$ cat config.mk
export PLATFORM = sky130hd
export DESIGN_NAME = pce_pad_top
export DESIGN_NICKNAME = d
export VERILOG_FILES = /design/src/pce_pad_pkg.sv /design/src/pad_scan_if.sv /design/src/pce_pad_top.sv /design/src/pad_mux_latch.sv /design/src/pad_encoder.sv /design/src/turbo_timer.sv /design/src/pad_scan_fsm.sv
export SDC_FILE = /design/constraint.sdc
export NUM_CORES = 1
export LEC_CHECK = 0
export BUFFER_PORTS_ARGS = -buffer_cell sky130_fd_sc_hd__buf_2
export CAP_MARGIN = 20
export CORE_ASPECT_RATIO = 0.8
export CORE_MARGIN = 2
export CORE_UTILIZATION = 30
export CTS_CLUSTER_SIZE = 8
export DETAILED_ROUTE_END_ITERATION = 8
export SLEW_MARGIN = 5
export SYNTH_ARGS = -nofsm -noshare
export SYNTH_HDL_FRONTEND = slang
export SYNTH_SLANG_ARGS = --single-unit
$ cat constraint.sdc
create_clock -name clk_sys_42_95 -period 3.3 [get_ports clk_sys_42_95]
set_input_delay 0.33 -clock clk_sys_42_95 [delete_from_list [all_inputs] [get_ports clk_sys_42_95]]
set_output_delay 0.33 -clock clk_sys_42_95 [all_outputs]
set_load 0.005 [all_outputs]
$ cat src/pce_pad_pkg.sv
package pce_pad_pkg;

  // pad count behind the multitap
  localparam int num_pads = 4;
  // index width into the pad array
  localparam int pad_sel_w = $clog2(num_pads);
  localparam int pad_buttons_w = 12;
  // console data nibble
  localparam int nibble_w = 4;
  // tap port counter, eight ports
  localparam int port_w = 3;
  // scan frame counter for turbo
  localparam int turbo_w = 4;

  // turbo speed codes, anything else means turbo off
  localparam logic [1:0] turbo_slow = 2'd1;
  localparam logic [1:0] turbo_fast = 2'd2;

  // bit positions in a pad button vector, high means pressed
  localparam int btn_right = 0;
  localparam int btn_left = 1;
  localparam int btn_down = 2;
  localparam int btn_up = 3;
  localparam int btn_i = 4;
  localparam int btn_ii = 5;
  localparam int btn_select = 6;
  localparam int btn_start = 7;
  localparam int btn_iii = 8;
  localparam int btn_iv = 9;
  localparam int btn_v = 10;
  localparam int btn_vi = 11;

  // one pad word, all fields active low
  // nib[0] low bank, nib[1] dir, nib[2] high bank, nib[3] zero
  typedef union packed {
    struct packed {
      logic [nibble_w-1:0] zero;
      logic [nibble_w-1:0] high_bank;
      logic [nibble_w-1:0] dir;
      logic [nibble_w-1:0] low_bank;
    } f;
    logic [3:0][nibble_w-1:0] nib;
  } pad_word_t;

  // empty or out of range port, nothing pressed
  localparam logic [4*nibble_w-1:0] idle_word = 16'h0FFF;

endpackage
$ cat src/pad_scan_if.sv
interface pad_scan_if;
  import pce_pad_pkg::*;

  // port currently addressed by the console
  logic [port_w-1:0] port_sel;
  // six-button bank toggle
  logic high_bank;
  // registered clear line
  logic clear_level;
  // registered select line, picks dir or button nibble
  logic dir_sel;

  modport fsm (
    output port_sel, high_bank, clear_level, dir_sel
  );

  modport latch (
    input port_sel, high_bank, clear_level, dir_sel
  );

endinterface

$ cat src/pce_pad_top.sv
module pce_pad_top (
  input  logic                                  clk_sys_42_95,
  input  logic                                  reset,
  input  logic [pce_pad_pkg::pad_buttons_w-1:0] p1_buttons,
  input  logic [pce_pad_pkg::pad_buttons_w-1:0] p2_buttons,
  input  logic [pce_pad_pkg::pad_buttons_w-1:0] p3_buttons,
  input  logic [pce_pad_pkg::pad_buttons_w-1:0] p4_buttons,
  input  logic                                  turbo_tap_enable,
  input  logic                                  button6_enable,
  input  logic [1:0]                            button1_turbo_speed,
  input  logic [1:0]                            button2_turbo_speed,
  // bit 1 clear, bit 0 select
  input  logic [1:0]                            joy_out,
  output logic [pce_pad_pkg::nibble_w-1:0]      joy_in
);
  import pce_pad_pkg::*;

  logic frame_start;
  logic turbo_gate_i;
  logic turbo_gate_ii;

  // pads in tap port order
  logic [pad_buttons_w-1:0] pad_buttons [num_pads];
  pad_word_t                pad_words [num_pads];

  assign pad_buttons[0] = p1_buttons;
  assign pad_buttons[1] = p2_buttons;
  assign pad_buttons[2] = p3_buttons;
  assign pad_buttons[3] = p4_buttons;

  // scan state shared by fsm and latch
  pad_scan_if scan ();

  pad_scan_fsm u_scan_fsm (
    .clk_sys_42_95    (clk_sys_42_95),
    .reset            (reset),
    .turbo_tap_enable (turbo_tap_enable),
    .button6_enable   (button6_enable),
    .joy_out          (joy_out),
    .frame_start      (frame_start),
    .scan             (scan.fsm)
  );

  turbo_timer u_turbo_timer (
    .clk_sys_42_95       (clk_sys_42_95),
    .reset               (reset),
    .frame_start         (frame_start),
    .button1_turbo_speed (button1_turbo_speed),
    .button2_turbo_speed (button2_turbo_speed),
    .turbo_gate_i        (turbo_gate_i),
    .turbo_gate_ii       (turbo_gate_ii)
  );

  // one encoder per pad
  for (genvar p = 0; p < num_pads; p++) begin : g_pad
    pad_encoder u_pad_encoder (
      .buttons        (pad_buttons[p]),
      .button6_enable (button6_enable),
      .turbo_gate_i   (turbo_gate_i),
      .turbo_gate_ii  (turbo_gate_ii),
      .pad_word       (pad_words[p])
    );
  end

  pad_mux_latch u_mux_latch (
    .clk_sys_42_95 (clk_sys_42_95),
    .reset         (reset),
    .pad_words     (pad_words),
    .scan          (scan.latch),
    .joy_in        (joy_in)
  );

endmodule

$ cat src/pad_mux_latch.sv
module pad_mux_latch (
  input  logic                          clk_sys_42_95,
  input  logic                          reset,
  input  pce_pad_pkg::pad_word_t        pad_words [pce_pad_pkg::num_pads],
  pad_scan_if.latch                     scan,
  output logic [pce_pad_pkg::nibble_w-1:0] joy_in
);
  import pce_pad_pkg::*;

  // word of the addressed port
  pad_word_t port_word;
  // nibble picked by bank and select
  logic [nibble_w-1:0] nibble_next;

  always_comb begin
    if (scan.port_sel < port_w'(num_pads)) begin
      port_word = pad_words[scan.port_sel[pad_sel_w-1:0]];
    end else begin
      // unpopulated tap ports
      port_word = pad_word_t'(idle_word);
    end
  end

  // index 0 low bank, 1 dir, 2 high bank, 3 zero id nibble
  assign nibble_next = port_word.nib[{scan.high_bank, scan.dir_sel}];

  always_ff @(posedge clk_sys_42_95) begin
    if (reset) begin
      joy_in <= '0;
    end else if (scan.clear_level) begin
      // console reads zero while clear is held
      joy_in <= '0;
    end else begin
      joy_in <= nibble_next;
    end
  end

endmodule

$ cat src/pad_encoder.sv
module pad_encoder (
  input  logic [pce_pad_pkg::pad_buttons_w-1:0] buttons,
  input  logic                                  button6_enable,
  input  logic                                  turbo_gate_i,
  input  logic                                  turbo_gate_ii,
  output pce_pad_pkg::pad_word_t                pad_word
);
  import pce_pad_pkg::*;

  // buttons I and II after turbo merge, high means pressed
  logic fire_i;
  logic fire_ii;

  always_comb begin
    fire_i  = buttons[btn_i];
    fire_ii = buttons[btn_ii];
    // III and IV act as turbo I and II on a two-button pad
    if (!button6_enable) begin
      fire_i  = buttons[btn_i] | (turbo_gate_i & buttons[btn_iii]);
      fire_ii = buttons[btn_ii] | (turbo_gate_ii & buttons[btn_iv]);
    end
  end

  always_comb begin
    // top nibble reads as zero on a real pad
    pad_word.f.zero = '0;
    // six-button extra bank
    pad_word.f.high_bank = ~{
      buttons[btn_vi],
      buttons[btn_v],
      buttons[btn_iv],
      buttons[btn_iii]
    };
    // d-pad, console bit order
    pad_word.f.dir = ~{
      buttons[btn_left],
      buttons[btn_down],
      buttons[btn_right],
      buttons[btn_up]
    };
    // run, select, II, I
    pad_word.f.low_bank = ~{
      buttons[btn_start],
      buttons[btn_select],
      fire_ii,
      fire_i
    };
  end

endmodule

$ cat src/turbo_timer.sv
module turbo_timer (
  input  logic       clk_sys_42_95,
  input  logic       reset,
  input  logic       frame_start,
  input  logic [1:0] button1_turbo_speed,
  input  logic [1:0] button2_turbo_speed,
  output logic       turbo_gate_i,
  output logic       turbo_gate_ii
);
  import pce_pad_pkg::*;

  // counts scan frames, wraps at 16
  logic [turbo_w-1:0] turbo_cnt;

  // gate level for one speed setting
  function automatic logic speed_gate(input logic [1:0] speed,
                                      input logic [turbo_w-1:0] cnt);
    case (speed)
      // four frames on, four off
      turbo_slow: speed_gate = cnt[2];
      // two on, two off
      turbo_fast: speed_gate = cnt[1];
      // turbo off, gate stays open
      default:    speed_gate = 1'b1;
    endcase
  endfunction

  always_ff @(posedge clk_sys_42_95) begin
    if (reset) begin
      turbo_cnt <= '0;
    end else if (frame_start) begin
      turbo_cnt <= turbo_cnt + turbo_w'(1);
    end
  end

  assign turbo_gate_i  = speed_gate(button1_turbo_speed, turbo_cnt);
  assign turbo_gate_ii = speed_gate(button2_turbo_speed, turbo_cnt);

endmodule

$ cat src/pad_scan_fsm.sv
module pad_scan_fsm (
  input  logic       clk_sys_42_95,
  input  logic       reset,
  input  logic       turbo_tap_enable,
  input  logic       button6_enable,
  // bit 1 clear, bit 0 select
  input  logic [1:0] joy_out,
  output logic       frame_start,
  pad_scan_if.fsm    scan
);
  import pce_pad_pkg::*;

  // previous registered levels for edge detection
  logic clear_prev;
  logic select_prev;
  logic clear_rise;
  logic select_rise;

  // edges come from the registered levels, one cycle behind the pins
  assign clear_rise  = scan.clear_level & ~clear_prev;
  assign select_rise = scan.dir_sel & ~select_prev;

  always_ff @(posedge clk_sys_42_95) begin
    if (reset) begin
      scan.clear_level <= 1'b0;
      scan.dir_sel     <= 1'b0;
      clear_prev       <= 1'b0;
      select_prev      <= 1'b0;
      scan.port_sel    <= '0;
      scan.high_bank   <= 1'b0;
      frame_start      <= 1'b0;
    end else begin
      // sample the console lines
      scan.clear_level <= joy_out[1];
      scan.dir_sel     <= joy_out[0];
      clear_prev       <= scan.clear_level;
      select_prev      <= scan.dir_sel;

      // new scan frame on clear rising
      frame_start <= clear_rise;

      // bank flips per frame only in six-button mode
      if (clear_rise) begin
        scan.high_bank <= ~scan.high_bank & button6_enable;
      end

      // clear holds the tap at the first port
      if (scan.clear_level) begin
        scan.port_sel <= '0;
      end else if (select_rise && turbo_tap_enable) begin
        // wraps after port 7
        scan.port_sel <= scan.port_sel + port_w'(1);
      end
    end
  end

endmodule

==> results of run 1 <==
[metrics by stage]
| stage | util (%) | setup WS, ps | hold WS [ps] | instances |
|---|---|---|---|---|
| 6_report | 41.5 | 1280 | 281 | 241 |
| 5_1_grt | 41.5 | 1090 | 314 | 241 |
| 4_1_cts | 41.5 | 1240 | 275 | 241 |
| 3_5_place_dp | 40.1 | 1260 | 505 | 237 |
| 3_3_place_gp | 40.1 | 1290 | 507 | 237 |
| 2_1_floorplan | - | 1750 | 402 | 127 |
[routing by layer]
metal	track usage (%)	wire, µm	up-vias
met4	4.68	22	0
met1	18.3	1420	532
met3	3.88	203	4
met2	24.9	1370	37
met5	0	0	-
li1	-	-	594
[layout make-up]
type	instances	area share, %
Timing Repair Buffer	62	19.9
Sequential cell	16	20.4
Inverter	6	1.44
Tap cell	55	4.39
Multi-Input combinational cell	98	50.3
Clock buffer	4	3.51
[worst reg2reg max path: cells and delay by family (launching register included)]
family / cells / cell delay, ps
flops: 1 / 920
simple gates: 2 / 770
compound gates: 2 / 250
[cell usage in the layout, fill, tap and decap left out, types with 3 or more instances in the layout]
master	count
nand2_1	9
nor2b_1	6
mux2i_1	14
nor3_1	5
clkbuf_8	4
a211oi_1	10
nor2_1	9
ha_1	6
nand2b_1	3
nand3b_1	3
a21oi_1	7
dfxtp_1	16
inv_1	5
o22ai_1	4
buf_2	61
[state kept, by name (all words and copies together) (netlist names)]
register	cells
u_scan_fsm.clear_prev	1
u_turbo_timer.turbo_cnt	3
u_scan_fsm.select_prev	1
u_scan_fsm.scan.clear_level	1
u_mux_latch.joy_in	4
u_scan_fsm.scan.port_sel	3
u_scan_fsm.scan.dir_sel	1
u_scan_fsm.frame_start	1
u_scan_fsm.scan.high_bank	1
[logic make-up after synthesis]
family / count (synthesis) / synth area share [%]
simple gates: 40 / 18.1
compound gates: 28 / 17.6
mux: 20 / 22.2
flops: 16 / 27.3
buf+inv: 13 / 5.54
fa+ha+maj: 6 / 6.39
xor+xnor: 4 / 2.98
[power breakdown]
part / leakage [nW] / internal (mW) / switching [mW]
clock: 0.0288 / 0.106 / 0.0738
sequential: 0.131 / 0.202 / 0.0112
combinational: 0.523 / 0.0580 / 0.0423
[worst paths after layout]
kind	end	cells after the start	slack, ps
worst max-delay path	u_mux_latch.joy_in[0]	4	1280
worst min-delay path	u_scan_fsm.scan.clear_level	2	280
worst max register to register	u_mux_latch.joy_in[0]	4	1280
worst min register to register	u_scan_fsm.frame_start	2	510
==> run summary, run 1 <==
Ys async rst share -> 0%
Commonest register cell after synthesis -> dfxtp_1
Peak VDD IR -> 0.000118 V
Clock sinks -> 16
YS warnings -> 0
Drt pass-1 iters -> 4
Total Routing Usage GR -> 14.7%
Max Slew Vio Count -> 0
Fill cells -> 409
DR vias -> 1,167
Number of global-route vias before repair -> 1,151
CTS tree -> yes
Crit path launch -> u_scan_fsm.scan.port_sel[0]
CP startpoint kind -> flop
Final setup viols -> 0
Fin crit period -> 2020 ps
Ant diodes -> 0
Largest cells by area after synthesis -> dfxtp_1, mux2i_1, a211oi_1
Worst R2R Start -> u_scan_fsm.scan.port_sel[0]
Seq/Total Area, Yosys -> 27.3%
EDFF count, synth -> 0
Largest net degree at the start of global routing -> 25
Largest fanout on the critical path -> 24
Slew headroom -> 38.4%
Core Rows -> 20
Io pins -> 62
Post-synth top area cell -> dfxtp_1
Most frequent cells after synthesis -> dfxtp_1, mux2i_1, a211oi_1
Synth unique cells -> 30
Static leakage power -> 0.682 nW
Share of the synthesized area in the top cell type -> 27.3%
Layout cells sized above 1 -> 39.8%
Power Total -> 0.494 mW
CTS buffer count -> 3
Synth Area per Inst -> 9.25 µm²
Worst min path class -> in -> reg
Critical-path top delay cell -> dfxtp_1
Crit Path Category -> reg -> reg
Max Cap Viol -> 0
Most frequent cell after synthesis -> dfxtp_1
Chip Width -> 74.0 µm
NumNets Final -> 251
HP Start -> joy_out[1]
Core Box Area -> 3780 µm²
Synth Register Bits -> 16
Initial DRC Count -> 73
Status -> complete, no violations
Post-route cell area -> 1570 µm²
Die area -> 4440 µm²
GP Congestion -> 0.879
Multi-input gate area -> 790 µm²
Worst Skew -> 1.16 ps
Initial antenna violation count -> 0
Max incr delay on CP -> 920 ps
HPWL after DPL -> 2370 µm
FF/Latch Area -> 320 µm²
DRC -> 0
Post-Route WL -> 3010 µm
RSZ-0062 raised after global routing -> false
Syn Std Cell Area -> 1170 µm²
Resized Gates After CTS -> 0
Global route total overflow -> 0
Worst-path cell chain -> or3b_2 -> o22ai_1 -> or4_1 -> a221oi_2
Chip Height -> 60.0 µm
Post-Synthesis Cells -> 127
Initial core utilization -> 31.1%
TNS Setup -> 0 ps
CP bufs+invs -> 0
PD cells -> 315 nW/µm²
Top cell family by delay on the critical path -> flip-flops
Routed vias/inst -> 4.84
First-pass GRT wire length -> 4920 µm
Worst Path Required -> 3470 ps
Fmax -> 494 MHz
Worst slew pin tran -> 923 ps
Final period utilization -> 61.3%
Crit path DAT -> 2200 ps
Final hold vios -> 0
Maximum buffer depth of the clock tree -> 2
Synthesis-to-finish area growth -> 33.5%
ANT nets after route -> 0
Worst-Skew Late Latency -> 250 ps
Synthesized Nets -> 191
Clock Tree Root -> clkbuf_8
Postcts setup bufs -> 0
Crit end category -> flop
Dpl cell area -> 1510 µm²
Worst-path clk slew -> 70 ps
Hold-fix buffers, CTS -> 0
H-Tree Depth -> 1
# port buffers -> 61
Wire length per cell -> 12.5 µm
Power figures use the tool's default switching activity.
==> run 2, diff against run 1 <==
--- a/config.mk
+++ b/config.mk
@@ -5,6 +5,7 @@
 export SDC_FILE = /design/constraint.sdc
 export NUM_CORES = 1
 export LEC_CHECK = 0
+export ABC_AREA = 1
 export BUFFER_PORTS_ARGS = -buffer_cell sky130_fd_sc_hd__buf_2
 export CAP_MARGIN = 20
 export CORE_ASPECT_RATIO = 0.8
==> constraint.sdc (replaced) <==
create_clock -name clk_sys_42_95 -period 1.76 [get_ports clk_sys_42_95]
set_input_delay 0.176 -clock clk_sys_42_95 [delete_from_list [all_inputs] [get_ports clk_sys_42_95]]
set_output_delay 0.176 -clock clk_sys_42_95 [all_outputs]
set_load 0.005 [all_outputs]
==> run summary, run 2 <==
Synthesized Nets -> 275 (was 191)
Worst-Skew Late Latency -> 250 ps (about the same)
Crit path DAT -> 1610 ps (was 2200 ps)
Max Slew Vio Count -> 0 (unchanged)
YS warnings -> 0 (unchanged)
Peak VDD IR -> 0.000360 V (was 0.000118 V)
Resized Gates After CTS -> 0 (unchanged)
Critical Path End -> u_mux_latch.joy_in[0] (unchanged)
Stages on the worst setup path -> 8 (was 4)
Largest net degree at the start of global routing -> 21 (was 25)
Postcts setup bufs -> 0 (unchanged)
Largest cells by area after synthesis -> dfxtp_1, nor2_1, nand2_1 (was dfxtp_1, mux2i_1, a211oi_1)
Io pins -> 62 (unchanged)
Most common cell after layout, fill and taps aside -> buf_2 (unchanged)
Total Routing Usage GR -> 15.1% (was 14.7%)
RR Endpoint -> u_mux_latch.joy_in[0] (unchanged)
Fill cells -> 428 (was 409)
CP startpoint kind -> flop (unchanged)
Final period utilization -> 81.6% (was 61.3%)
Worst r2r path cells -> 8 (was 4)
Comb pwr share -> 24.4% (was 20.3%)
Crit path launch -> u_scan_fsm.scan.port_sel[0] (unchanged)
Worst-path cell chain -> inv_2 -> o21ai_1 -> o211ai_1 -> nand2_1 -> inv_1 -> nand2_1 -> nand2_1 -> a21oi_1 (was or3b_2 -> o22ai_1 -> or4_1 -> a221oi_2)
P_int -> 0.690 mW (was 0.366 mW)
# port buffers -> 61 (unchanged)
Maximum buffer depth of the clock tree -> 2 (unchanged)
Final hold vios -> 0 (unchanged)
Critical-path top delay cell -> dfxtp_1 (unchanged)
Syn Std Cell Area -> 1230 µm² (was 1170 µm²)
Synth Area per Inst -> 5.83 µm² (was 9.25 µm²)
Switching share of total power -> 27.7% (was 25.8%)
H-Tree Depth -> 1 (unchanged)
Worst Path Required -> 1930 ps (was 3470 ps)
Crit Path Category -> reg -> reg (unchanged)
Slew headroom -> 77.9% (was 38.4%)
Initial antenna violation count -> 0 (unchanged)
Number of global-route vias before repair -> 1,248 (was 1,151)
Synth Register Bits -> 16 (unchanged)
Post-synth top area cell -> dfxtp_1 (unchanged)
TNS Setup -> 0 ps (unchanged)
Ys async rst share -> 0% (unchanged)
Die area -> 4630 µm² (was 4440 µm²)
Global route total overflow -> 0 (unchanged)
Layout cells sized above 1 -> 28.1% (was 39.8%)
Crit end category -> flop (unchanged)
RSZ-0062 raised after global routing -> false (unchanged)
Status -> complete, no violations (unchanged)
Fin crit period -> 1440 ps (was 2020 ps)
Biggest register -> u_mux_latch.joy_in (unchanged)
NumNets Final -> 335 (was 251)
Share of the synthesized area in the top cell type -> 26.0% (was 27.3%)
Seq/Total Area, Yosys -> 26.0% (was 27.3%)
Worst R2R Start -> u_scan_fsm.scan.port_sel[0] (unchanged)
Max Cap Viol -> 0 (unchanged)
Switching power -> 0.264 mW (was 0.127 mW)
PD cells -> 587 nW/µm² (was 315 nW/µm²)
Seq pwr share -> 41.6% (was 43.3%)
Synthesis-to-finish area growth -> 32.2% (was 33.5%)
Worst-path clk slew -> 60 ps (was 70 ps)
Most frequent cells after synthesis -> nor2_1, nand2_1, inv_1 (was dfxtp_1, mux2i_1, a211oi_1)
Largest registers -> u_mux_latch.joy_in (4), u_scan_fsm.scan.port_sel (3), u_turbo_timer.turbo_cnt (3) (unchanged)
EDFF count, synth -> 0 (unchanged)
Largest fanout on the critical path -> 20 (was 24)
HPWL after DPL -> 2770 µm (was 2370 µm)
Commonest register cell after synthesis -> dfxtp_1 (unchanged)
ANT nets after route -> 0 (unchanged)
Fmax -> 697 MHz (was 494 MHz)
Clock sinks -> 16 (unchanged)
CTS buffer count -> 3 (unchanged)
Hold-fix buffers, CTS -> 0 (unchanged)
Largest register FFs -> 4 (unchanged)
Post-Route WL -> 3420 µm (was 3010 µm)
Most frequent cells in the layout -> buf_2, nor2_1, nand2_1, inv_1, nand3_1 (was buf_2, dfxtp_1, mux2i_1, a211oi_1)
Top cell family by delay on the critical path -> flip-flops (unchanged)
Static leakage power -> 0.871 nW (was 0.682 nW)
Critical Path Most Common Cell -> nand2_1
Ant diodes -> 0 (unchanged)
DR vias -> 1,427 (was 1,167)
Worst slew pin tran -> 331 ps (was 923 ps)
Routed vias/inst -> 4.39 (was 4.84)
Final setup viols -> 0 (unchanged)
Initial core utilization -> 31.9% (was 31.1%)
Clk pwr share -> 34.1% (was 36.4%)
Max incr delay on CP -> 510 ps (was 920 ps)
Post-Synthesis Cells -> 211 (was 127)
Worst min path class -> in -> reg (unchanged)
Chip Height -> 61.3 µm (was 60.0 µm)
Most frequent cell after synthesis -> nor2_1 (was dfxtp_1)
Wire length per cell -> 10.5 µm (was 12.5 µm)
First-pass GRT wire length -> 5380 µm (was 4920 µm)
Worst R2R Setup Slack -> 320 ps (was 1280 ps)
Core Box Area -> 3850 µm² (was 3780 µm²)
Clock Tree Root -> clkbuf_8 (unchanged)
Power Total -> 0.954 mW (was 0.494 mW)
Chip Width -> 75.6 µm (was 74.0 µm)
Synth unique cells -> 19 (was 30)
Core Rows -> 20 (unchanged)
Initial DRC Count -> 49 (was 73)
Drt pass-1 iters -> 4 (unchanged)
GP Congestion -> 0.786 (was 0.879)
CP bufs+invs -> 2 (was 0)
Worst Skew -> 2.96 ps (was 1.16 ps)
CTS tree -> yes (unchanged)
DRC -> 0 (unchanged)
[run 2: cell types whose count changed in the layout (fill, tap and decap cells not counted), moves of 7 or more]
cell | before | now
mux2i_1 | 14 | 0
nor2_1 | 9 | 45
a211oi_1 | 10 | 0
nand3_1 | 0 | 18
o21ai_1 | 0 | 16
a21oi_1 | 7 | 15
inv_2 | 0 | 7
inv_1 | 5 | 22
nand2_1 | 9 | 40
[run 2: worst min-delay path: stages]
cell    delay [ps]
buf_2           70
inv_1           30
nor2_1          60
[run 2: how the worst min path moves through the flow]
stage,to,slack [ps],cells past startpoint,start
after floorplan,u_scan_fsm.scan.clear_level,280,2,joy_out[1]
after global placement,u_scan_fsm.scan.clear_level,380,3,joy_out[1]
after detailed placement,u_scan_fsm.scan.clear_level,380,3,joy_out[1]
after CTS,u_scan_fsm.scan.clear_level,120,3,joy_out[1]
after global routing,u_scan_fsm.scan.dir_sel,130,3,joy_out[0]
final,u_scan_fsm.scan.clear_level,130,3,joy_out[1]
[run 2: power by group through the flow]
stage	registers, mW	clock network, mW	logic, mW
detailed placement	0.405	0	0.234
CTS	0.397	0.332	0.235
finish	0.397	0.325	0.233
floorplan	0.400	0	0.139
global route	0.399	0.355	0.268
global placement	0.405	0	0.235
[run 2: final cells by class]
type                            count  area [µm²]  area share (%)
Timing Repair Buffer               64         328            20.2
Sequential cell                    16         320            19.7
Multi-Input combinational cell    155         738            45.4
Tap cell                           55        68.8            4.23
Inverter                           31         116            7.15
Clock buffer                        4        55.1            3.38
[run 2: kinds of logic after synthesis]
| family | synth area share (%) |
|---|---|
| adders and majority gates | 6.10 |
| and+or+nand+nor | 33.8 |
| AOI/OAI and AO/OA | 19.4 |
| xor gates and xnor gates | 0.712 |
| DFF | 26.0 |
| buffers and inverters | 13.9 |
[run 2: through the flow]
step / cells / instance area (µm²) / util [%] / setup WS, ps / hold slack, ps
floorplan: 211 / 1230 / - / 617 / 283
global placement: 321 / 1570 / 40.8 / 359 / 378
detailed placement: 321 / 1570 / 40.8 / 316 / 384
CTS: 325 / 1630 / 42.2 / 298 / 125
global route: 325 / 1630 / 42.2 / 184 / 130
finish: 325 / 1630 / 42.2 / 325 / 126
[run 2: metal layers]
layer | GRT usage, % | part of all wire [%] | vias up
li1 | - | - | 786
met1 | 21.0 | 49 | 580
met2 | 24.1 | 42 | 56
met3 | 2.45 | 8.2 | 5
met4 | 4.51 | 0.99 | 0
met5 | 0 | 0 | -
